File: src/common/axi_bridge_pkg.sv
`default_nettype none

package axi_bridge_pkg;

    //////////////////////////////////////////////////
    // AXI bus widths
    //////////////////////////////////////////////////
    parameter int AXI_ADDR_W = 29;              // Read address
    parameter int AXI_LEN_W  = 8;               // Beats minus one
    parameter int AXI_DATA_W = 64;
    parameter int AXI_ID_W   = 4;

    // One lookaside entry per ID
    parameter int N_TAGS = 2 ** AXI_ID_W;

    // Counter has to hold N_TAGS itself
    parameter int CNT_W = $clog2(N_TAGS) + 1;

    //////////////////////////////////////////////////
    // Fixed AR attributes
    //////////////////////////////////////////////////
    parameter logic [1:0] AR_BURST_INCR   = 2'b01;    // INCR bursts only
    parameter logic [2:0] AR_SIZE_8B      = 3'b011;   // 8 bytes per beat
    parameter logic [3:0] AR_CACHE_NORMAL = 4'b0011;  // Normal, non-cacheable, bufferable

    //////////////////////////////////////////////////
    // Field types
    //////////////////////////////////////////////////
    typedef logic [AXI_ID_W-1:0]   axi_id_t;
    typedef logic [AXI_ADDR_W-1:0] axi_addr_t;
    typedef logic [AXI_LEN_W-1:0]  axi_len_t;
    typedef logic [AXI_DATA_W-1:0] axi_data_t;

endpackage

`default_nettype wire

File: src/common/rd_event_if.sv
`timescale 1ns/100ps
`default_nettype none

interface rd_event_if import axi_bridge_pkg::*; #(
    parameter int NUM_CLIENTS = 4
) ();

    localparam int CLI_W = $clog2(NUM_CLIENTS);

    // Issue group, from the AR handshake
    logic             issue;          // One cycle per accepted address
    axi_id_t          issue_id;
    logic [CLI_W-1:0] issue_client;

    // Retire group, from the last R beat
    logic             retire;         // One cycle per burst
    logic [CLI_W-1:0] retire_client;

    modport arbiter (output issue, issue_id, issue_client);

    modport router (
        input  issue, issue_id, issue_client,
        output retire, retire_client
    );

    // Counter only watches
    modport counter (input issue, issue_id, issue_client, retire, retire_client);

endinterface

`default_nettype wire

File: src/rtl/outstanding_counter.sv
`timescale 1ns/100ps
`default_nettype none

module outstanding_counter import axi_bridge_pkg::*; #(
    parameter int NUM_CLIENTS = 4
) (
    input  wire logic                   clk,
    input  wire logic                   rst,
    rd_event_if.counter                 ev,
    output logic      [NUM_CLIENTS-1:0] rd_in_prog
);

    logic [CNT_W-1:0] cnt     [NUM_CLIENTS];
    logic [CNT_W-1:0] cnt_nxt [NUM_CLIENTS];

    //////////////////////////////////////////////////
    // Next count per client
    //////////////////////////////////////////////////
    always_comb begin
        logic inc;
        logic dec;
        for (int c = 0; c < NUM_CLIENTS; c++) begin
            inc = ev.issue && (int'(ev.issue_client) == c);
            dec = ev.retire && (int'(ev.retire_client) == c);
            cnt_nxt[c] = cnt[c];
            if (inc && !dec) begin
                cnt_nxt[c] = cnt[c] + 1'b1;
            end else if (dec && !inc) begin
                cnt_nxt[c] = cnt[c] - 1'b1;
            end
            // Both in one cycle leaves the count alone
        end
    end

    //////////////////////////////////////////////////
    // Counters and flags
    //////////////////////////////////////////////////
    always_ff @(posedge clk) begin
        if (rst) begin
            for (int c = 0; c < NUM_CLIENTS; c++) begin
                cnt[c] <= '0;
            end
            rd_in_prog <= '0;
        end else begin
            for (int c = 0; c < NUM_CLIENTS; c++) begin
                cnt[c]        <= cnt_nxt[c];
                rd_in_prog[c] <= |cnt_nxt[c];   // Same edge as the count
            end
        end
    end

endmodule

`default_nettype wire

File: src/flat_wrapper.sv
// flat-port wrapper written by rule: the top's interface ports become plain ports
module outstanding_counter_flat import axi_bridge_pkg::*;
#(
    parameter int NUM_CLIENTS = 4
)
  (clk, rst, rd_in_prog, ev_issue, ev_issue_id, ev_issue_client, ev_retire, ev_retire_client);
  rd_event_if #(.NUM_CLIENTS(NUM_CLIENTS)) ev_i ();
  input  wire logic clk;
  input  wire logic rst;
  output logic      [NUM_CLIENTS-1:0] rd_in_prog;
  input wire logic [$bits(ev_i.issue)-1:0] ev_issue;
  input wire logic [$bits(ev_i.issue_id)-1:0] ev_issue_id;
  input wire logic [$bits(ev_i.issue_client)-1:0] ev_issue_client;
  input wire logic [$bits(ev_i.retire)-1:0] ev_retire;
  input wire logic [$bits(ev_i.retire_client)-1:0] ev_retire_client;
  assign ev_i.issue = ev_issue;
  assign ev_i.issue_id = ev_issue_id;
  assign ev_i.issue_client = ev_issue_client;
  assign ev_i.retire = ev_retire;
  assign ev_i.retire_client = ev_retire_client;
  outstanding_counter #(.NUM_CLIENTS(NUM_CLIENTS)) u_core (.clk(clk), .rst(rst), .ev(ev_i), .rd_in_prog(rd_in_prog));
endmodule
File: config.mk
export PLATFORM = sky130hd
export DESIGN_NAME = outstanding_counter_flat
export DESIGN_NICKNAME = d
export VERILOG_FILES = /design/src/common/axi_bridge_pkg.sv /design/src/common/rd_event_if.sv /design/src/rtl/outstanding_counter.sv /design/src/flat_wrapper.sv
export SDC_FILE = /design/constraint.sdc
export NUM_CORES = 1
export LEC_CHECK = 0
export BUFFER_PORTS_ARGS = -buffer_cell sky130_fd_sc_hd__buf_2
export CAP_MARGIN = 10
export CORE_ASPECT_RATIO = 0.8
export CORE_MARGIN = 5
export CORE_UTILIZATION = 62
export DETAILED_ROUTE_END_ITERATION = 10
export GPL_ROUTABILITY_DRIVEN = 0
export PLACE_DENSITY_LB_ADDON = 0.1
export SLEW_MARGIN = 20
export SYNTH_ARGS = -nofsm -noshare
export SYNTH_HDL_FRONTEND = slang
export SYNTH_SLANG_ARGS = --single-unit
File: constraint.sdc
create_clock -name clk -period 2.77 [get_ports clk]
set_input_delay 0.1385 -clock clk [delete_from_list [all_inputs] [get_ports clk]]
set_output_delay 0.1385 -clock clk [all_outputs]
set_load 0.02 [all_outputs]
==> results_dict.tcl, run 1 <==
set metrics [dict create \
    worst_slack_ps 865.1 \
    synth_edf_count 0 \
    min_period_ps 1905 \
    cpPeakStageDelay_ps 430 \
    path_cells "inv_1 > ha_1 > or3_1 > a32o_1 > a211o_1" \
    cts.sinks 24 \
    fp.dieH_um 54.20 \
    worstSkewPairLatency_ps 320 \
    routed_via_density 6.309 \
    rr_endpoint "u_core.rd_in_prog[2]" \
    ys_seq_area_share_pct 31.74 \
    dp_slack_ps 891.0 \
    worst_setup_path_start_kind "flop" \
    fp-row-count 16 \
    outcome "finished clean" \
    fin_tns_setup_ps 0 \
    syn_area_mm2 0.001514 \
    ys_warn_count 0 \
    start_util_pct 63.55 \
    nets 214 \
    finalHoldViolCount 0 \
    hold_class "in -> reg" \
    area_growth_syn_to_layout_pct 7.025 \
    crit_slowest_cell "dfxtp_1" \
    hold_buffers 0 \
    rsz0062_at_grt "false" \
    grt_antenna_before_repair 0 \
    r2r-start "u_core.cnt[2][0]" \
    wl_per_cell_um 14.46 \
    fmax_mhz 525.0 \
    min-delay-start "rst" \
    grt_overflow 0 \
    postCtsSetupRepairBufs 0 \
    root_buffer "clkbuf_4" \
    core-area_mm2 0.002382 \
    finalSetupViolCount 0 \
    worst_slew_pin_slew_ps 417.2 \
    fill_cells 212 \
    period_share_pct 68.77 \
    antenna_cells 0 \
    hold_end "u_core.cnt[1][4]" \
    route.vias.total 1388 \
    criticalPathCategory "reg -> reg" \
    drtIter0Drc 83 \
    peakVddDrop_mv 0.4432 \
    critPathRequiredTime_ps 3000 \
    slew_headroom_pct 72.06 \
    final_cell_mix "nor2_1 (24), dfxtp_1 (24), and3_1 (12)" \
    synthTopCellsByArea "dfxtp_1 (32%), ha_1 (6.6%), nor2_1 (6.0%)" \
    die_area_mm2 0.003536 \
    grtUsageTotal_pct 19.84 \
    critPathCaptureType "flop" \
    p_leak_nw 0.6903 \
    cp_max_fo 5 \
    htree_levels 1 \
    io_buffer_count 11 \
    finalWirelength_um 3181 \
    r2r_slack_ps 870 \
    ff2ff_path_depth 5 \
    grt_pass1_wl_um 5520 \
    crit_family "compound AO/OA/AOI/OAI gates" \
    synthArstFlopShare_pct 0 \
    synthCells 185 \
    ios 16 \
    cts_buffer_depth 2 \
    ys_types 40 \
    cp.buffers_inverters 1 \
    syn_avg_cell_area_um2 8.184 \
    hold_path_depth 2 \
    drtPass1Iterations 4 \
    yosysTopAreaCell "dfxtp_1" \
    antenna_left 0 \
    post_cts_resized 0 \
    power_density_mw_per_mm2 637.6 \
    synth_top_area_share_pct 31.74 \
    synth_fp_nets 205 \
    cts_tree "yes" \
    die_w_um 65.25 \
    drive_above_1_share_pct 9.845 \
    ys.flop_type "dfxtp_1" \
    place_hpwl_um 2317 \
    maxCapViolCount 0 \
    clock_skew_ps 13.95 \
    path_clk_slew_ps 140 \
    numCtsBuffers 3 \
    ys_ff_latch 24 \
    drcViolationCount 0 \
    grt_max_degree 22 \
    arrival_ps 2140 \
    slew_viol_final 0 \
    first_global_vias 1256 \
]
[metrics by stage]
step | hold slack (ps) | area [µm²] | power, mW | instances | util [%]
2_1_floorplan | 227.4 | 1514 | 0.6978 | 185 | -
3_3_place_gp | 487.8 | 1568 | 0.7573 | 216 | 65.81
3_5_place_dp | 493.9 | 1568 | 0.7773 | 216 | 65.81
4_1_cts | 196.8 | 1620 | 1.038 | 220 | 68.01
5_1_grt | 203.2 | 1620 | 1.103 | 220 | 68.01
6_report | 200.8 | 1620 | 1.033 | 220 | 68.01
[flip-flops by register name, indices dropped and copies added, names as in the netlist]
signal             flops
u_core.cnt            20
u_core.rd_in_prog      4
[layout make-up]
type,count,area [µm²],area share (%)
Clock inverter,1,30.03,1.853
Tap cell,27,33.78,2.085
Sequential cell,24,480.5,29.65
Multi-Input combinational cell,145,964.7,59.54
Clock buffer,3,22.52,1.390
Inverter,9,33.78,2.085
Timing Repair Buffer,11,55.05,3.398
[cells by family after synthesis]
logic type                 count (synthesis)  synth area share [%]
muxes                                      1                0.7437
buffers and inverters                     16                 4.545
DFF                                       24                 31.74
xor gates and xnor gates                  14                 8.099
and+or+nand+nor                           89                 33.47
AOI/OAI and AO/OA                         33                 14.79
adders and majority gates                  8                 6.612
[synthesized netlist by cell type (5+ instances only)]
cell type,count
dfxtp_1,24
o21ai_0,7
and3_1,12
ha_1,8
or3_1,5
clkbuf_1,5
xnor2_1,6
nand3_1,10
nand2_1,5
a21oi_1,5
nor2_1,24
nor3_1,8
inv_1,9
xor2_1,8
[worst max-delay path by stage]
stage | from | endpoint | slack [ps] | depth (start not counted)
after floorplan | u_core.cnt[2][0] | u_core.rd_in_prog[2] | 1010 | 5
after global placement | u_core.cnt[2][0] | u_core.rd_in_prog[2] | 930 | 5
after detailed placement | u_core.cnt[2][0] | u_core.rd_in_prog[2] | 890 | 5
after CTS | u_core.cnt[2][0] | u_core.rd_in_prog[2] | 870 | 5
after global routing | u_core.cnt[2][0] | u_core.rd_in_prog[2] | 740 | 6
final | u_core.cnt[2][0] | u_core.rd_in_prog[2] | 870 | 5
[power by group]
group	leakage, nW	switching [mW]	total [mW]	internal, mW
clock	0.0279	0.109	0.255	0.146
sequential	0.197	0.0556	0.455	0.399
combinational	0.465	0.179	0.323	0.144
[per-layer routing]
metal	global-route usage [%]	up-vias	routed length (µm)
met2	35.80	37	1520
met3	5.010	4	165
li1	-	689	-
met5	0	-	0
met4	5.172	0	12
met1	23.75	658	1482
Power figures use the tool's default switching activity.
==> run 2, diff against run 1 <==
Settings changed: CORE_UTILIZATION 62 to 58.
Clock period 2.77 ns to 1.85 ns, I/O delays scaled along.
==> run 2 against run 1 <==
Compared with the run above: power is 53% higher; largest power group unchanged; combinational power rose by 59%; highest routed layer unchanged; routed wire length up 2.4%; largest cell class unchanged.
==> results_dict.tcl, run 2 (same netlist as run 1, synthesis figures left out) <==
set metrics [dict create \
    arrival_ps 1970 \
    worst_setup_path_start_kind "flop" \
    p_leak_nw 0.7077 \
    drive_above_1_share_pct 13.78 \
    switchingPower_uw 522.0 \
    ios 16 \
    largest-register "u_core.cnt" \
    drtIter0Drc 82 \
    cts.sinks 24 \
    hold_class "in -> reg" \
    hold_end "u_core.cnt[0][0]" \
    die_w_um 67.12 \
    final_cell_mix "nor2_1 (24), dfxtp_1 (20), and3_1 (12)" \
    cp.buffers_inverters 1 \
    cts_buffer_depth 2 \
    finalHoldViolCount 0 \
    crit_slowest_cell "or4_1" \
    power_density_mw_per_mm2 949.9 \
    hold_path_depth 2 \
    start_util_pct 60.99 \
    hold_buffers 0 \
    min-delay-start "rst" \
    largestRegisters "u_core.cnt x20, u_core.rd_in_prog x4" \
    largest_reg_flops 20 \
    top_usage_layer "met2" \
    slew_headroom_pct 71.38 \
    place_hpwl_um 2348 \
    die_area_mm2 0.003738 \
    routed_via_density 5.991 \
    min_period_ps 1755 \
    cp_max_fo 5 \
    grt_antenna_before_repair 0 \
    power_mw 1.584 \
    use_met1_pct 20.88 \
    intPower_mw 1.062 \
    slew_viol_final 0 \
    r2r-start "u_core.cnt[0][0]" \
    worstSkewPairLatency_ps 320 \
    post_cts_resized 0 \
    outcome "finished clean" \
    r2r_slack_ps 100 \
    cp_num_cells 5 \
    core-area_mm2 0.002482 \
    grt_pass1_wl_um 5416 \
    critPathCaptureType "flop" \
    route.vias.total 1390 \
    antenna_cells 0 \
    final_common_cell "nor2_1" \
    drtPass1Iterations 4 \
    antenna_left 0 \
    path_cells "inv_1 > ha_1 > or4_1 > a32oi_1 > a31oi_1" \
    fp-row-count 16 \
    worst_slack_ps 95.12 \
    dp_slack_ps 43.83 \
    rr_endpoint "u_core.rd_in_prog[0]" \
    path_clk_slew_ps 140 \
    ff2ff_path_depth 5 \
    maxCapViolCount 0 \
    worst_slew_pin_slew_ps 427.5 \
    clockPowerShare_pct 24.3 \
    final_util_pct 67.19 \
    postCtsSetupRepairBufs 0 \
    grt_max_degree 22 \
    fmax_mhz 569.8 \
    finalWirelength_um 3256 \
    peakVddDrop_mv 0.5536 \
    area_growth_syn_to_layout_pct 10.17 \
    clock_skew_ps 2.793 \
    root_buffer "clkbuf_4" \
    fp.dieH_um 55.70 \
    finalSetupViolCount 0 \
    drcViolationCount 0 \
    netSwitchingFraction_pct 32.95 \
    cpPeakStageDelay_ps 530 \
    criticalPathCategory "reg -> reg" \
    pwr-share-comb_pct 32.3 \
    io_buffer_count 11 \
    wl_per_cell_um 14.03 \
    crit_family "simple AND/OR/NAND/NOR gates" \
    nets 217 \
    grt_use_met3_pct 5.253 \
    grtUsageTotal_pct 18.00 \
    use_met2_pct 32.77 \
    critPathRequiredTime_ps 2060 \
    htree_levels 1 \
    seqPwrFrac_pct 43.4 \
    first_global_vias 1308 \
    grt_overflow 0 \
    cts_tree "yes" \
    period_share_pct 94.86 \
    numCtsBuffers 3 \
]
-- run 2: stage by stage --
step	cells	hold slack (ps)	cell area [µm²]	setup TNS [ps]
3_5_place_dp	228	496.0	1602	0
4_1_cts	232	145.5	1654	0
5_1_grt	232	156.3	1668	-1.262
3_3_place_gp	228	486.6	1602	0
2_1_floorplan	185	181.4	1514	0
6_report	232	161.1	1668	0
-- run 2: area by class of cell --
cell class / instances / area [µm²]
clock inverters: 1 / 30.03
well taps: 36 / 45.04
flip-flops and latches: 24 / 488.0
repair buffers: 14 / 77.57
multi-input cells: 145 / 970.9
fillers: 221 / 814.5
clock buffers: 3 / 22.52
inverters: 9 / 33.78
-- run 2: how the worst max path moves through the flow --
stage	from	endpoint	slack [ps]
after floorplan	u_core.cnt[2][0]	u_core.rd_in_prog[2]	90
after global placement	u_core.cnt[2][1]	u_core.rd_in_prog[2]	90
after detailed placement	u_core.cnt[0][0]	u_core.rd_in_prog[0]	40
after CTS	u_core.cnt[0][0]	u_core.rd_in_prog[0]	30
after global routing	u_core.cnt[3][0]	u_core.rd_in_prog[3]	-1
final	u_core.cnt[0][0]	u_core.rd_in_prog[0]	100
-- run 2: layer usage --
metal	part of all wire (%)	vias to the layer above	wire, µm
li1	-	695	-
met1	45	660	1475
met2	49	31	1607
met3	4.6	4	150
met4	0.68	0	22
met5	0	-	0
-- run 2: power groups by stage --
stage / Combinational [mW] / Sequential (mW) / Clock, mW
after global placement: 0.483 / 0.680 / 0
after detailed placement: 0.503 / 0.688 / 0
after floorplan: 0.346 / 0.699 / 0
final: 0.512 / 0.687 / 0.386
after CTS: 0.509 / 0.678 / 0.395
after global routing: 0.577 / 0.699 / 0.414
