**config.mk**
```make
export PLATFORM = sky130hd
export DESIGN_NAME = rd_return_router_flat
export DESIGN_NICKNAME = d
export VERILOG_FILES = /design/src/common/axi_bridge_pkg.sv /design/src/common/rd_event_if.sv /design/src/rtl/rd_return_router.sv /design/src/flat_wrapper.sv
export SDC_FILE = /design/constraint.sdc
export NUM_CORES = 1
export LEC_CHECK = 0
export BUFFER_PORTS_ARGS = -buffer_cell sky130_fd_sc_hd__buf_2
export CORE_MARGIN = 2
export CORE_UTILIZATION = 42
export CTS_BUF_LIST = sky130_fd_sc_hd__clkbuf_8
export DETAILED_ROUTE_END_ITERATION = 10
export MAX_ROUTING_LAYER = met4
export PLACE_DENSITY = 0.79
export SLEW_MARGIN = 10
export SYNTH_ARGS = -nofsm -noshare
export SYNTH_HDL_FRONTEND = slang
export SYNTH_SLANG_ARGS = --single-unit
```
**constraint.sdc**
```tcl
create_clock -name clk -period 2.08 [get_ports clk]
set_clock_uncertainty 0.15 [all_clocks]
set_input_delay 0 -clock clk [delete_from_list [all_inputs] [get_ports clk]]
set_output_delay 0 -clock clk [all_outputs]
set_load 0.02 [all_outputs]
```
**src/common/axi_bridge_pkg.sv**
```systemverilog
`default_nettype none

package axi_bridge_pkg;

    //////////////////////////////////////////////////
    // AXI bus widths
    //////////////////////////////////////////////////
    parameter int AXI_ADDR_W = 29;              // Read address
    parameter int AXI_LEN_W  = 8;               // Beats minus one
    parameter int AXI_DATA_W = 64;
    parameter int AXI_ID_W   = 4;

    // One lookaside entry per ID
    parameter int N_TAGS = 2 ** AXI_ID_W;

    // Counter has to hold N_TAGS itself
    parameter int CNT_W = $clog2(N_TAGS) + 1;

    //////////////////////////////////////////////////
    // Fixed AR attributes
    //////////////////////////////////////////////////
    parameter logic [1:0] AR_BURST_INCR   = 2'b01;    // INCR bursts only
    parameter logic [2:0] AR_SIZE_8B      = 3'b011;   // 8 bytes per beat
    parameter logic [3:0] AR_CACHE_NORMAL = 4'b0011;  // Normal, non-cacheable, bufferable

    //////////////////////////////////////////////////
    // Field types
    //////////////////////////////////////////////////
    typedef logic [AXI_ID_W-1:0]   axi_id_t;
    typedef logic [AXI_ADDR_W-1:0] axi_addr_t;
    typedef logic [AXI_LEN_W-1:0]  axi_len_t;
    typedef logic [AXI_DATA_W-1:0] axi_data_t;

endpackage

`default_nettype wire

```
**src/common/rd_event_if.sv**
```systemverilog
`timescale 1ns/100ps
`default_nettype none

interface rd_event_if import axi_bridge_pkg::*; #(
    parameter int NUM_CLIENTS = 4
) ();

    localparam int CLI_W = $clog2(NUM_CLIENTS);

    // Issue group, from the AR handshake
    logic             issue;          // One cycle per accepted address
    axi_id_t          issue_id;
    logic [CLI_W-1:0] issue_client;

    // Retire group, from the last R beat
    logic             retire;         // One cycle per burst
    logic [CLI_W-1:0] retire_client;

    modport arbiter (output issue, issue_id, issue_client);

    modport router (
        input  issue, issue_id, issue_client,
        output retire, retire_client
    );

    // Counter only watches
    modport counter (input issue, issue_id, issue_client, retire, retire_client);

endinterface

`default_nettype wire

```
**src/rtl/rd_return_router.sv**
```systemverilog
`timescale 1ns/100ps
`default_nettype none

module rd_return_router import axi_bridge_pkg::*; #(
    parameter int NUM_CLIENTS = 4
) (
    input  wire logic                   clk,
    input  wire logic                   rst,
    // R channel
    input  axi_id_t                     axi_rid,
    input  wire logic                   axi_rvalid,
    input  wire logic                   axi_rlast,
    input  axi_data_t                   axi_rdata,
    output logic                        axi_rready,
    // Client return side
    output axi_data_t                   rd_data,        // Same word to every client
    output logic      [NUM_CLIENTS-1:0] rd_data_vld,
    input  wire logic [NUM_CLIENTS-1:0] rd_data_rdy,
    output logic      [NUM_CLIENTS-1:0] rd_cmpl,
    // Issue in, retire out
    rd_event_if.router                  ev
);

    localparam int CLI_W = $clog2(NUM_CLIENTS);

    //////////////////////////////////////////////////
    // Tag lookaside table
    //////////////////////////////////////////////////
    logic [CLI_W-1:0] tag_client [N_TAGS];   // Owner of each ID
    logic [N_TAGS-1:0] tag_vld;

    logic [CLI_W-1:0] own;        // Owner of current RID
    logic             hit;
    logic             r_hs;
    logic             last_hs;

    // Valid bit set on issue and cleared on the last beat
    always_ff @(posedge clk) begin
        if (rst) begin
            tag_vld <= '0;
        end else begin
            if (last_hs) begin
                tag_vld[axi_rid] <= 1'b0;
            end
            // Issue after retire, so a reused ID stays live
            if (ev.issue) begin
                tag_vld[ev.issue_id] <= 1'b1;
            end
        end
    end

    always_ff @(posedge clk) begin
        if (ev.issue) begin
            tag_client[ev.issue_id] <= ev.issue_client;
        end
    end

    //////////////////////////////////////////////////
    // Beat steering, all combinational
    //////////////////////////////////////////////////
    assign own = tag_client[axi_rid];
    assign hit = tag_vld[axi_rid];

    // Owner's ready goes back as rready
    assign axi_rready = hit && rd_data_rdy[own];

    assign r_hs    = axi_rvalid && axi_rready;
    assign last_hs = r_hs && axi_rlast;

    assign rd_data = axi_rdata;

    always_comb begin
        rd_data_vld = '0;
        rd_cmpl     = '0;
        if (axi_rvalid && hit) begin
            rd_data_vld[own] = 1'b1;        // Valid for the owner only
        end
        if (last_hs) begin
            rd_cmpl[own] = 1'b1;            // Last beat accepted
        end
    end

    // Retire event on the last beat
    assign ev.retire        = last_hs;
    assign ev.retire_client = own;

endmodule

`default_nettype wire

```
**src/flat_wrapper.sv**
```systemverilog
// flat-port wrapper written by rule: the top's interface ports become plain ports
module rd_return_router_flat import axi_bridge_pkg::*;
#(
    parameter int NUM_CLIENTS = 4
)
  (clk, rst, axi_rid, axi_rvalid, axi_rlast, axi_rdata, axi_rready, rd_data, rd_data_vld, rd_data_rdy, rd_cmpl, ev_issue, ev_issue_id, ev_issue_client, ev_retire, ev_retire_client);
  rd_event_if #(.NUM_CLIENTS(NUM_CLIENTS)) ev_i ();
  input  wire logic clk;
  input  wire logic rst;
  input  axi_id_t axi_rid;
  input  wire logic axi_rvalid;
  input  wire logic axi_rlast;
  input  axi_data_t axi_rdata;
  output logic axi_rready;
  output axi_data_t rd_data;
  output logic      [NUM_CLIENTS-1:0] rd_data_vld;
  input  wire logic [NUM_CLIENTS-1:0] rd_data_rdy;
  output logic      [NUM_CLIENTS-1:0] rd_cmpl;
  input wire logic [$bits(ev_i.issue)-1:0] ev_issue;
  input wire logic [$bits(ev_i.issue_id)-1:0] ev_issue_id;
  input wire logic [$bits(ev_i.issue_client)-1:0] ev_issue_client;
  output wire logic [$bits(ev_i.retire)-1:0] ev_retire;
  output wire logic [$bits(ev_i.retire_client)-1:0] ev_retire_client;
  assign ev_i.issue = ev_issue;
  assign ev_i.issue_id = ev_issue_id;
  assign ev_i.issue_client = ev_issue_client;
  assign ev_retire = ev_i.retire;
  assign ev_retire_client = ev_i.retire_client;
  rd_return_router #(.NUM_CLIENTS(NUM_CLIENTS)) u_core (.clk(clk), .rst(rst), .axi_rid(axi_rid), .axi_rvalid(axi_rvalid), .axi_rlast(axi_rlast), .axi_rdata(axi_rdata), .axi_rready(axi_rready), .rd_data(rd_data), .rd_data_vld(rd_data_vld), .rd_data_rdy(rd_data_rdy), .rd_cmpl(rd_cmpl), .ev(ev_i));
endmodule
```
==> qor.json, run 1 <==
{
  "result_of_the_run": {"value": "finished with violations"},
  "failed_checks": {"value": "setup timing"},
  "wl": {"value": 7600, "unit": "µm"},
  "yosysMostFrequentCell": {"value": "sky130_fd_sc_hd__buf_4"},
  "peakVddDrop": {"value": 0.230, "unit": "mV"},
  "start_util": {"value": 0.436},
  "cts.path.max_buffers": {"value": 2},
  "dpl.hpwl": {"value": 4460, "unit": "µm"},
  "fraction_of_the_mapped_netlist_area_in_adder_cells": {"value": 0},
  "relative_max_transition_margin": {"value": 0.454},
  "ant_nets": {"value": 0},
  "final_hold_viol_count": {"value": 0},
  "hold_path.class": {"value": "input pin to flop"},
  "post_synth_inst_count": {"value": 281},
  "post_synth_xor_area_fraction": {"value": 0},
  "final_layout_size_suffix_gt1_frac": {"value": 0.251},
  "finalWeightedCongestion": {"value": 0.917},
  "detailedRoute.firstIterationViolations": {"value": 159},
  "synth-async-reset-ratio": {"value": 0},
  "simple_gate_share_of_the_synthesized_area": {"value": 0.172},
  "syn-cell-area": {"value": 2980, "unit": "µm²"},
  "cts_tree": {"value": "yes"},
  "area_of_the_multi_input_gates": {"value": 1180, "unit": "µm²"},
  "synth_nets": {"value": 364},
  "worst_hold_slack": {"value": 0.0545, "unit": "ns"},
  "nFillCells": {"value": 571},
  "achievable-frequency": {"value": 0.408, "unit": "GHz"},
  "io-pin-count": {"value": 159},
  "grt.overflow.total": {"value": 0},
  "report.final.slew_viol_count": {"value": 0},
  "synthDominantCellAreaShare": {"value": 0.323},
  "worstSetupEndpointType": {"value": "output pin"},
  "setup_violations": {"value": 27},
  "std_cell_rows": {"value": 30},
  "area.sequential": {"value": 1280, "unit": "µm²"},
  "r2r_start": {"value": "u_core.tag_client[15][1]"},
  "clock_tree.htree_level_count": {"value": 2},
  "cellLeakagePower": {"value": 1.40, "unit": "nW"},
  "power.density": {"value": 569, "unit": "nW/µm²"},
  "synth_compound_gate_area_share": {"value": 0.0916},
  "route.detailed.wl_per_inst": {"value": 17.8, "unit": "µm"},
  "synth_edf_count": {"value": 32},
  "actual_slew_at_the_worst_max_slew_pin": {"value": 0.813, "unit": "ns"},
  "cp-start-kind": {"value": "flop"},
  "die_width": {"value": 88.2, "unit": "µm"},
  "grt_start_max_net_pins": {"value": 17},
  "buffer_ports.inserted": {"value": 30},
  "synthesis.area_per_instance": {"value": 10.6, "unit": "µm²"},
  "synthMuxAreaShare": {"value": 0.105},
  "crit_start": {"value": "u_core.tag_client[2][0]"},
  "cts_num_sinks": {"value": 48},
  "drc": {"value": 0},
  "die_height": {"value": 88.2, "unit": "µm"},
  "grt_setup_unrepaired": {"value": "yes"},
  "synth_seq_cells": {"value": 48},
  "yosysTopAreaCell": {"value": "sky130_fd_sc_hd__edfxtp_1"},
  "core": {"value": 6830, "unit": "µm²"},
  "insertion_delay": {"value": 0.31, "unit": "ns"},
  "cts-buffers-inserted": {"value": 5},
  "yosysWarningCount": {"value": 0},
  "drt_pre_antenna_iters": {"value": 5},
  "total_number_of_vias": {"value": 2351},
  "cap_violations": {"value": 0},
  "placement.setup.worst_slack": {"value": -0.251, "unit": "ns"},
  "worst-endpoint-required": {"value": 1.93, "unit": "ns"},
  "synth_top_flop_cell": {"value": "sky130_fd_sc_hd__edfxtp_1"},
  "min-delay-start": {"value": "rst"},
  "first_global_vias": {"value": 2202},
  "die-area": {"value": 7780, "unit": "µm²"},
  "area_growth": {"value": 26.6, "unit": "%"},
  "worst_setup_hold_path_clk_slew": {"value": 0.09, "unit": "ns"},
  "fin_nets": {"value": 413},
  "setup.worst_path.class": {"value": "flop to output pin"},
  "fin_ws": {"value": -0.374, "unit": "ns"},
  "synth_top_family_by_area": {"value": "buffers and inverters"},
  "cp_max_fanout": {"value": 7},
  "design_power_total": {"value": 2.15, "unit": "mW"},
  "clockRootBuffer": {"value": "sky130_fd_sc_hd__clkbuf_8"},
  "grt_use_total": {"value": 0.199},
  "cp_data_arrival_time": {"value": 2.30, "unit": "ns"},
  "timing.final.crit_period": {"value": 2.45, "unit": "ns"},
  "via_per_inst": {"value": 5.51},
  "netlist_top_cells_count": {"value": "66 x sky130_fd_sc_hd__buf_4, 57 x sky130_fd_sc_hd__nor2_1, 32 x sky130_fd_sc_hd__edfxtp_1, 16 x sky130_fd_sc_hd__dfxtp_1, 16 x sky130_fd_sc_hd__o31a_1"},
  "synth.lib_cells_used.distinct": {"value": 36},
  "synthTopCellsByArea": {"value": "sky130_fd_sc_hd__edfxtp_1 32%, sky130_fd_sc_hd__buf_4 17%, sky130_fd_sc_hd__dfxtp_1 11%"},
  "layout_worst_path_cycle_share": {"value": 1.18},
  "grt_antenna_before_repair": {"value": 0},
  "antenna-diode-count": {"value": 0},
  "seq_area_frac_synth": {"value": 0.430},
  "grt_first_pass_wirelength": {"value": 11200, "unit": "µm"}
}
metal layers:
metal	wire length, µm	global-route usage	vias up	share of wire
li1	-	-	1038	-
met2	3920	0.322	166	0.52
met5	0	-	-	0
met1	2810	0.240	1123	0.37
met3	690	0.0537	24	0.091
met4	176	0.0702	0	0.023
where the power goes:
| part | total (mW) | leakage, nW | internal [mW] | switching (mW) |
|---|---|---|---|---|
| clock network | 0.524 | 0.0505 | 0.226 | 0.298 |
| registers | 1.04 | 0.419 | 1.03 | 0.00723 |
| logic | 0.579 | 0.931 | 0.264 | 0.315 |
| total | 2.15 | 1.40 | 1.53 | 0.620 |
logic make-up (layout without fill, tap and decap cells):
| logic type | after synthesis | in the layout |
|---|---|---|
| AO/OA/AOI/OAI | 29 | 29 |
| buffers and inverters | 80 | 130 |
| flip-flops | 48 | 48 |
| multiplexers | 20 | 20 |
| AND/OR/NAND/NOR | 104 | 104 |
area by class of cell:
cell class | count | share of cell area
tap | 96 | 0.0319
clock inverter | 3 | 0.00332
multi-input combinational | 153 | 0.313
clock buffer | 5 | 0.0183
inverter | 3 | 0.00299
sequential | 48 | 0.340
timing repair buffer | 119 | 0.291
final timing paths:
path	slack [ns]	cells past startpoint	to
setup / recovery	-0.37	8	ev_retire
hold / removal	0.05	3	u_core.tag_vld[9]
setup reg to reg	-0.31	8	u_core.tag_vld[10]
hold reg to reg	0.43	3	u_core.tag_vld[9]
timing repair:
item                                    in CTS  in global routing
hold endpoints to repair                   100                  0
gates cloned                                 2                  0
buffers inserted                             3                  0
pin swaps                                    4                  2
hold buffers                                69                  0
endpoints found under the setup margin      28                 28
gates resized for setup                     15                  8
sequential cells by signal, indices dropped and copies added (netlist names):
register,flops
u_core.tag_client,32
u_core.tag_vld,16
layout by cell type (no fill, tap or decap), drive strengths merged, types with 3 or more instances in the layout:
cell type,instances
nand3b,10
a211oi,3
nand4b,3
o211ai,4
inv,5
clkbuf,5
nor2,57
and2b,3
edfxtp,32
mux4,9
nand2b,3
nor3,9
dfxtp,16
dlygate4sd3,69
buf,50
o31a,16
nand2,5
nor2b,4
mux2i,10
per-stage QoR:
stage	utilization	setup TNS, ns	area (µm²)	std cells
after CTS	0.548	-7.85	3740	427
after floorplan	-	-0.0161	3020	281
after detailed placement	0.417	-5.03	2850	345
final	0.552	-6.89	3770	427
after global placement	0.417	-3.73	2850	345
after global routing	0.552	-9.22	3770	427
critical path, stage by stage, from the launching register on:
cell,delay (ns)
sky130_fd_sc_hd__edfxtp_1,0.33
sky130_fd_sc_hd__mux4_2,0.26
sky130_fd_sc_hd__nor2_2,0.05
sky130_fd_sc_hd__or4_4,0.53
sky130_fd_sc_hd__o22a_4,0.22
sky130_fd_sc_hd__o221ai_4,0.22
sky130_fd_sc_hd__buf_12,0.16
sky130_fd_sc_hd__nor2_1,0.05
sky130_fd_sc_hd__buf_4,0.17
Note: power is estimated with default switching activity, not from simulation.
==> inputs of run 2 (changes only) <==
Settings changed: REMOVE_ABC_BUFFERS from default to 1, SKIP_CTS_REPAIR_TIMING from default to 1.
==> run 2 against run 1 <==
  * The run still ends with setup timing left
  * Die area is the same
  * Register-to-register slack lost 0.08 ns
  * Worst setup slack lost 0.068 ns
  * Sequential cell count is the same
  * Sequential share of layout area shrank 0.45 points
  * Cell count grew 3.0%
  * Non-clock buffer count grew 2
  * Combinational power grew 2%
  * Routed wire length grew 62%
  * Clock power grew 30%
  * Largest power group unchanged
==> qor.json, run 2 (synthesis results as in run 1) <==
{
  "result_of_the_run": {"value": "finished with violations"},
  "failed_checks": {"value": "setup timing"},
  "grt_use_total": {"value": 0.297},
  "setup_violations": {"value": 27},
  "power.density": {"value": 607, "unit": "nW/µm²"},
  "worst_setup_hold_path_clk_slew": {"value": 0.11, "unit": "ns"},
  "drc": {"value": 0},
  "final_hold_viol_count": {"value": 0},
  "wl": {"value": 12300, "unit": "µm"},
  "via_per_inst": {"value": 5.99},
  "timing.critical_path.slowest_stage_cell": {"value": "sky130_fd_sc_hd__or4_4"},
  "dpl.hpwl": {"value": 9090, "unit": "µm"},
  "cap_violations": {"value": 0},
  "clock_tree.htree_level_count": {"value": 2},
  "grt_antenna_before_repair": {"value": 7},
  "cts_tree": {"value": "yes"},
  "final_cell_mix": {"value": "68 x sky130_fd_sc_hd__dlygate4sd3_1, 52 x sky130_fd_sc_hd__nor2_1, 32 x sky130_fd_sc_hd__edfxtp_1"},
  "reg.largest.list": {"value": "u_core.tag_client x32, u_core.tag_vld x16"},
  "layout_worst_path_cycle_share": {"value": 1.21},
  "route.detailed.wl_per_inst": {"value": 28.0, "unit": "µm"},
  "grt_first_pass_wirelength": {"value": 14800, "unit": "µm"},
  "die-area": {"value": 7780, "unit": "µm²"},
  "io-pin-count": {"value": 159},
  "cts_num_sinks": {"value": 48},
  "worstSetupEndpointType": {"value": "output pin"},
  "path_cells": {"value": "mux4_2 > nor2_4 > or4_4 > o22a_4 > o221ai_4 > buf_6 > nor3_2 > buf_4"},
  "cp_max_fanout": {"value": 4},
  "ant_nets": {"value": 0},
  "area.sequential": {"value": 1280, "unit": "µm²"},
  "clockRootBuffer": {"value": "sky130_fd_sc_hd__clkbuf_8"},
  "largest_register_ffs": {"value": 32},
  "actual_slew_at_the_worst_max_slew_pin": {"value": 0.584, "unit": "ns"},
  "start_util": {"value": 0.436},
  "buffer_ports.inserted": {"value": 30},
  "first_global_vias": {"value": 1946},
  "timing.final.crit_period": {"value": 2.52, "unit": "ns"},
  "hold_path.class": {"value": "input pin to flop"},
  "total_number_of_vias": {"value": 2637},
  "critPathMaxStageDelay": {"value": 0.53, "unit": "ns"},
  "detailedRoute.firstIterationViolations": {"value": 375},
  "insertion_delay": {"value": 0.31, "unit": "ns"},
  "achievable-frequency": {"value": 0.397, "unit": "GHz"},
  "area_of_the_multi_input_gates": {"value": 1200, "unit": "µm²"},
  "final_layout_size_suffix_gt1_frac": {"value": 0.273},
  "setup_tns": {"value": -9.25, "unit": "ns"},
  "drt_pre_antenna_iters": {"value": 5},
  "cts.path.max_buffers": {"value": 2},
  "cp_data_arrival_time": {"value": 2.37, "unit": "ns"},
  "grt_start_max_net_pins": {"value": 17},
  "top_register_by_number_of_flip_flops": {"value": "u_core.tag_client"},
  "std_cell_rows": {"value": 30},
  "postLayoutCoreUtil": {"value": 0.559},
  "die_height": {"value": 88.2, "unit": "µm"},
  "reg2reg_slack": {"value": -0.39, "unit": "ns"},
  "area_growth": {"value": 28.3, "unit": "%"},
  "grt_setup_unrepaired": {"value": "yes"},
  "cp-start-kind": {"value": "flop"},
  "worst-endpoint-required": {"value": 1.93, "unit": "ns"},
  "fin_nets": {"value": 415},
  "final_common_cell": {"value": "sky130_fd_sc_hd__dlygate4sd3_1"},
  "core": {"value": 6830, "unit": "µm²"},
  "cellLeakagePower": {"value": 1.40, "unit": "nW"},
  "nFillCells": {"value": 583},
  "setup.worst_path.class": {"value": "flop to output pin"},
  "relative_max_transition_margin": {"value": 0.607},
  "fin_ws": {"value": -0.441, "unit": "ns"},
  "report.final.slew_viol_count": {"value": 0},
  "die_width": {"value": 88.2, "unit": "µm"},
  "finalWeightedCongestion": {"value": 0.888},
  "cts-buffers-inserted": {"value": 5},
  "peakVddDrop": {"value": 0.380, "unit": "mV"},
  "grt.overflow.total": {"value": 0}
}
## run 2: changes by cell type in the layout (fill, tap and decap cells not counted), sizes merged
| cell | previous run | this run |
|---|---|---|
| diode | 0 | 11 |
| buf | 50 | 53 |
| inv | 5 | 3 |
| bufinv | 0 | 1 |
| clkinvlp | 0 | 1 |
| dlygate4sd3 | 69 | 68 |
## run 2: power breakdown
part	total, mW	switching (mW)	internal [mW]
clock network	0.683	0.327	0.356
registers	1.04	0.00818	1.03
logic	0.591	0.349	0.242
## run 2: cell type report
class                      instances  share of cell area
sequential                        48               0.335
multi-input combinational        153               0.314
timing repair buffer             121               0.279
tap                               96              0.0314
clock buffer                       5              0.0180
clock inverter                     3              0.0111
antenna                           11             0.00721
inverter                           3             0.00295
## run 2: final timing paths
path | cells after the start | end | from
setup reg to reg | 8 | u_core.tag_vld[3] | u_core.tag_client[12][0]
setup / recovery | 8 | rd_cmpl[3] | u_core.tag_client[2][0]
hold / removal | 2 | u_core.tag_client[2][1] | ev_issue_id[3]
hold reg to reg | 3 | u_core.tag_vld[4] | u_core.tag_vld[4]
## run 2: per-stage QoR
stage | instance area (µm²) | power, mW | hold slack, ns | worst slack [ns] | std cells
after CTS | 2960 | 2.01 | -0.149 | -0.558 | 359
after global routing | 3810 | 2.38 | 0.00800 | -0.542 | 437
after floorplan | 2390 | 1.20 | -0.150 | -0.358 | 204
final | 3820 | 2.32 | 0.00480 | -0.441 | 440
after global placement | 2850 | 1.35 | -0.149 | -0.256 | 351
after detailed placement | 2850 | 1.36 | -0.149 | -0.324 | 351
## run 2: critical path: cells and delay by family, from the launching register on
| family | cells | cell delay, ns |
|---|---|---|
| AND/OR/NAND/NOR | 3 | 0.63 |
| AO/OA/AOI/OAI | 2 | 0.45 |
| flip-flops | 1 | 0.37 |
| buffers and inverters | 2 | 0.33 |
| multiplexers | 1 | 0.28 |
## run 2: per-layer routing
metal	up-vias	track usage	part of all wire	routed length, µm
met5	-	-	0	0
met4	0	0.114	0.046	569
met3	60	0.296	0.15	1840
met2	269	0.397	0.45	5570
met1	1253	0.290	0.35	4330
li1	1055	-	-	-
==> inputs of run 3 (changes only) <==
Settings changed: CORE_UTILIZATION 42 to 50, PLACE_DENSITY 0.79 to 0.88.
Clock period 2.08 ns to 2.9 ns, I/O delays scaled along.
==> run 3 against run 2 <==
  * The flow finishes with violations (hold timing)
  * Worst setup slack improved by 0.75 ns
  * Total power fell by 32%
  * Sequential power fell by 28%
  * Cell count fell by 11%
  * Utilization rose by 3.0 points
  * Largest power group unchanged
==> qor.json, run 3 (synthesis results as in run 1) <==
{
  "final_common_cell": {"value": "sky130_fd_sc_hd__dlygate4sd3_1"},
  "cp_data_arrival_time": {"value": 2.44, "unit": "ns"},
  "die-area": {"value": 6590, "unit": "µm²"},
  "drc": {"value": 0},
  "first_global_vias": {"value": 1898},
  "cp-start-kind": {"value": "flop"},
  "relative_max_transition_margin": {"value": 0.536},
  "cts_tree": {"value": "yes"},
  "worst_hold_slack": {"value": -0.00742, "unit": "ns"},
  "worstSetupEndpointType": {"value": "output pin"},
  "peakVddDrop": {"value": 0.253, "unit": "mV"},
  "post_dp_area": {"value": 2660, "unit": "µm²"},
  "clockRootBuffer": {"value": "sky130_fd_sc_hd__clkbuf_8"},
  "io-pin-count": {"value": 159},
  "dp.cells": {"value": 311},
  "timing.final.crit_period": {"value": 2.59, "unit": "ns"},
  "reg.largest.list": {"value": "u_core.tag_client x32, u_core.tag_vld x16"},
  "grt_first_pass_wirelength": {"value": 14300, "unit": "µm"},
  "wl": {"value": 11100, "unit": "µm"},
  "final_hold_viol_count": {"value": 5},
  "grt_start_max_net_pins": {"value": 26},
  "largest_register_ffs": {"value": 32},
  "design_power_total": {"value": 1.58, "unit": "mW"},
  "start_util": {"value": 0.509},
  "clock_tree.htree_level_count": {"value": 2},
  "grt.overflow.total": {"value": 0},
  "power.density": {"value": 458, "unit": "nW/µm²"},
  "buffer_ports.inserted": {"value": 30},
  "core": {"value": 5850, "unit": "µm²"},
  "cap_violations": {"value": 0},
  "grt_use_total": {"value": 0.343},
  "cp_max_fanout": {"value": 6},
  "ant_nets": {"value": 0},
  "final_cell_mix": {"value": "66 x sky130_fd_sc_hd__dlygate4sd3_1, 57 x sky130_fd_sc_hd__nor2_1, 32 x sky130_fd_sc_hd__edfxtp_1"},
  "fin_nets": {"value": 392},
  "top_register_by_number_of_flip_flops": {"value": "u_core.tag_client"},
  "cts_num_sinks": {"value": 48},
  "worst-endpoint-required": {"value": 2.75, "unit": "ns"},
  "cellLeakagePower": {"value": 1.26, "unit": "nW"},
  "detailedRoute.firstIterationViolations": {"value": 293},
  "achievable-frequency": {"value": 0.386, "unit": "GHz"},
  "final_cells": {"value": 390},
  "finalWeightedCongestion": {"value": 0.931},
  "die_width": {"value": 81.2, "unit": "µm"},
  "setup_violations": {"value": 0},
  "insertion_delay": {"value": 0.31, "unit": "ns"},
  "setup.worst_path.class": {"value": "flop to output pin"},
  "die_height": {"value": 81.2, "unit": "µm"},
  "setup_tns": {"value": 0, "unit": "ns"},
  "result_of_the_run": {"value": "finished with violations"},
  "cts-buffers-inserted": {"value": 5},
  "cts.path.max_buffers": {"value": 2},
  "route.detailed.wl_per_inst": {"value": 28.5, "unit": "µm"},
  "hold_path.class": {"value": "input pin to flop"},
  "grt_setup_unrepaired": {"value": "no"},
  "report.final.slew_viol_count": {"value": 0},
  "final_layout_size_suffix_gt1_frac": {"value": 0.171},
  "dpl.hpwl": {"value": 8770, "unit": "µm"},
  "grt_antenna_before_repair": {"value": 4},
  "failed_checks": {"value": "hold timing"},
  "post-route-cell-area": {"value": 3450, "unit": "µm²"},
  "area_growth": {"value": 15.8, "unit": "%"},
  "total_number_of_vias": {"value": 2410},
  "actual_slew_at_the_worst_max_slew_pin": {"value": 0.691, "unit": "ns"},
  "std_cell_rows": {"value": 28},
  "drt_pre_antenna_iters": {"value": 5},
  "layout_worst_path_cycle_share": {"value": 0.893},
  "worst_setup_hold_path_clk_slew": {"value": 0.10, "unit": "ns"},
  "via_per_inst": {"value": 6.18}
}
==> run 3: cell count changes in the layout (fill, tap and decap cells not counted), sizes merged <==
cell         previous run  this run
diode                  11         5
buf                    53        32
clkinvlp                1         0
clkinv                  1         2
dlygate4sd3            68        66
==> run 3: path summary, 6_finish.rpt <==
path,slack (ns),endpoint,depth (start not counted),start
worst max-delay path,0.31,rd_cmpl[2],7,u_core.tag_client[15][1]
worst min-delay path,-0.007,u_core.tag_client[2][1],2,ev_issue_id[3]
worst max register to register,0.54,u_core.tag_vld[5],7,u_core.tag_client[15][1]
worst min register to register,0.43,u_core.tag_vld[7],3,u_core.tag_vld[7]
==> run 3: metrics by stage <==
stage / setup slack (ns) / util
after detailed placement: 0.254 / 0.455
after CTS: 0.336 / 0.474
final: 0.311 / 0.589
after floorplan: 0.462 / -
after global placement: 0.347 / 0.455
after global routing: 0.115 / 0.589
==> run 3: layout make-up <==
| type | instances | area (µm²) |
|---|---|---|
| diodes | 5 | 12.5 |
| inverters | 3 | 11.3 |
| multi-input cells | 153 | 1100 |
| flip-flops and latches | 48 | 1280 |
| fillers | 468 | 2400 |
| repair buffers | 98 | 838 |
| clock inverters | 3 | 42.5 |
| clock buffers | 5 | 68.8 |
| well taps | 75 | 93.8 |
==> run 3: power by group <==
group / leakage [nW] / switching (mW) / internal [mW]
logic: 0.789 / 0.213 / 0.131
clock network: 0.0558 / 0.232 / 0.256
registers: 0.419 / 0.00540 / 0.742
==> run 3: routing by layer <==
metal | GRT usage | vias up | share of wire
met5 | - | - | 0
met4 | 0.171 | 0 | 0.035
met3 | 0.319 | 36 | 0.14
met2 | 0.469 | 247 | 0.46
met1 | 0.320 | 1125 | 0.36
li1 | - | 1002 | -
==> run 3: worst max-delay path, cell delays in order (launching register included) <==
cell and delay, ns:
sky130_fd_sc_hd__edfxtp_1 0.34, sky130_fd_sc_hd__mux2i_1 0.08, sky130_fd_sc_hd__mux4_2 0.58, sky130_fd_sc_hd__mux2i_1 0.15
sky130_fd_sc_hd__o2111ai_1 0.27, sky130_fd_sc_hd__o221ai_4 0.20, sky130_fd_sc_hd__nor4_1 0.30, sky130_fd_sc_hd__buf_2 0.23
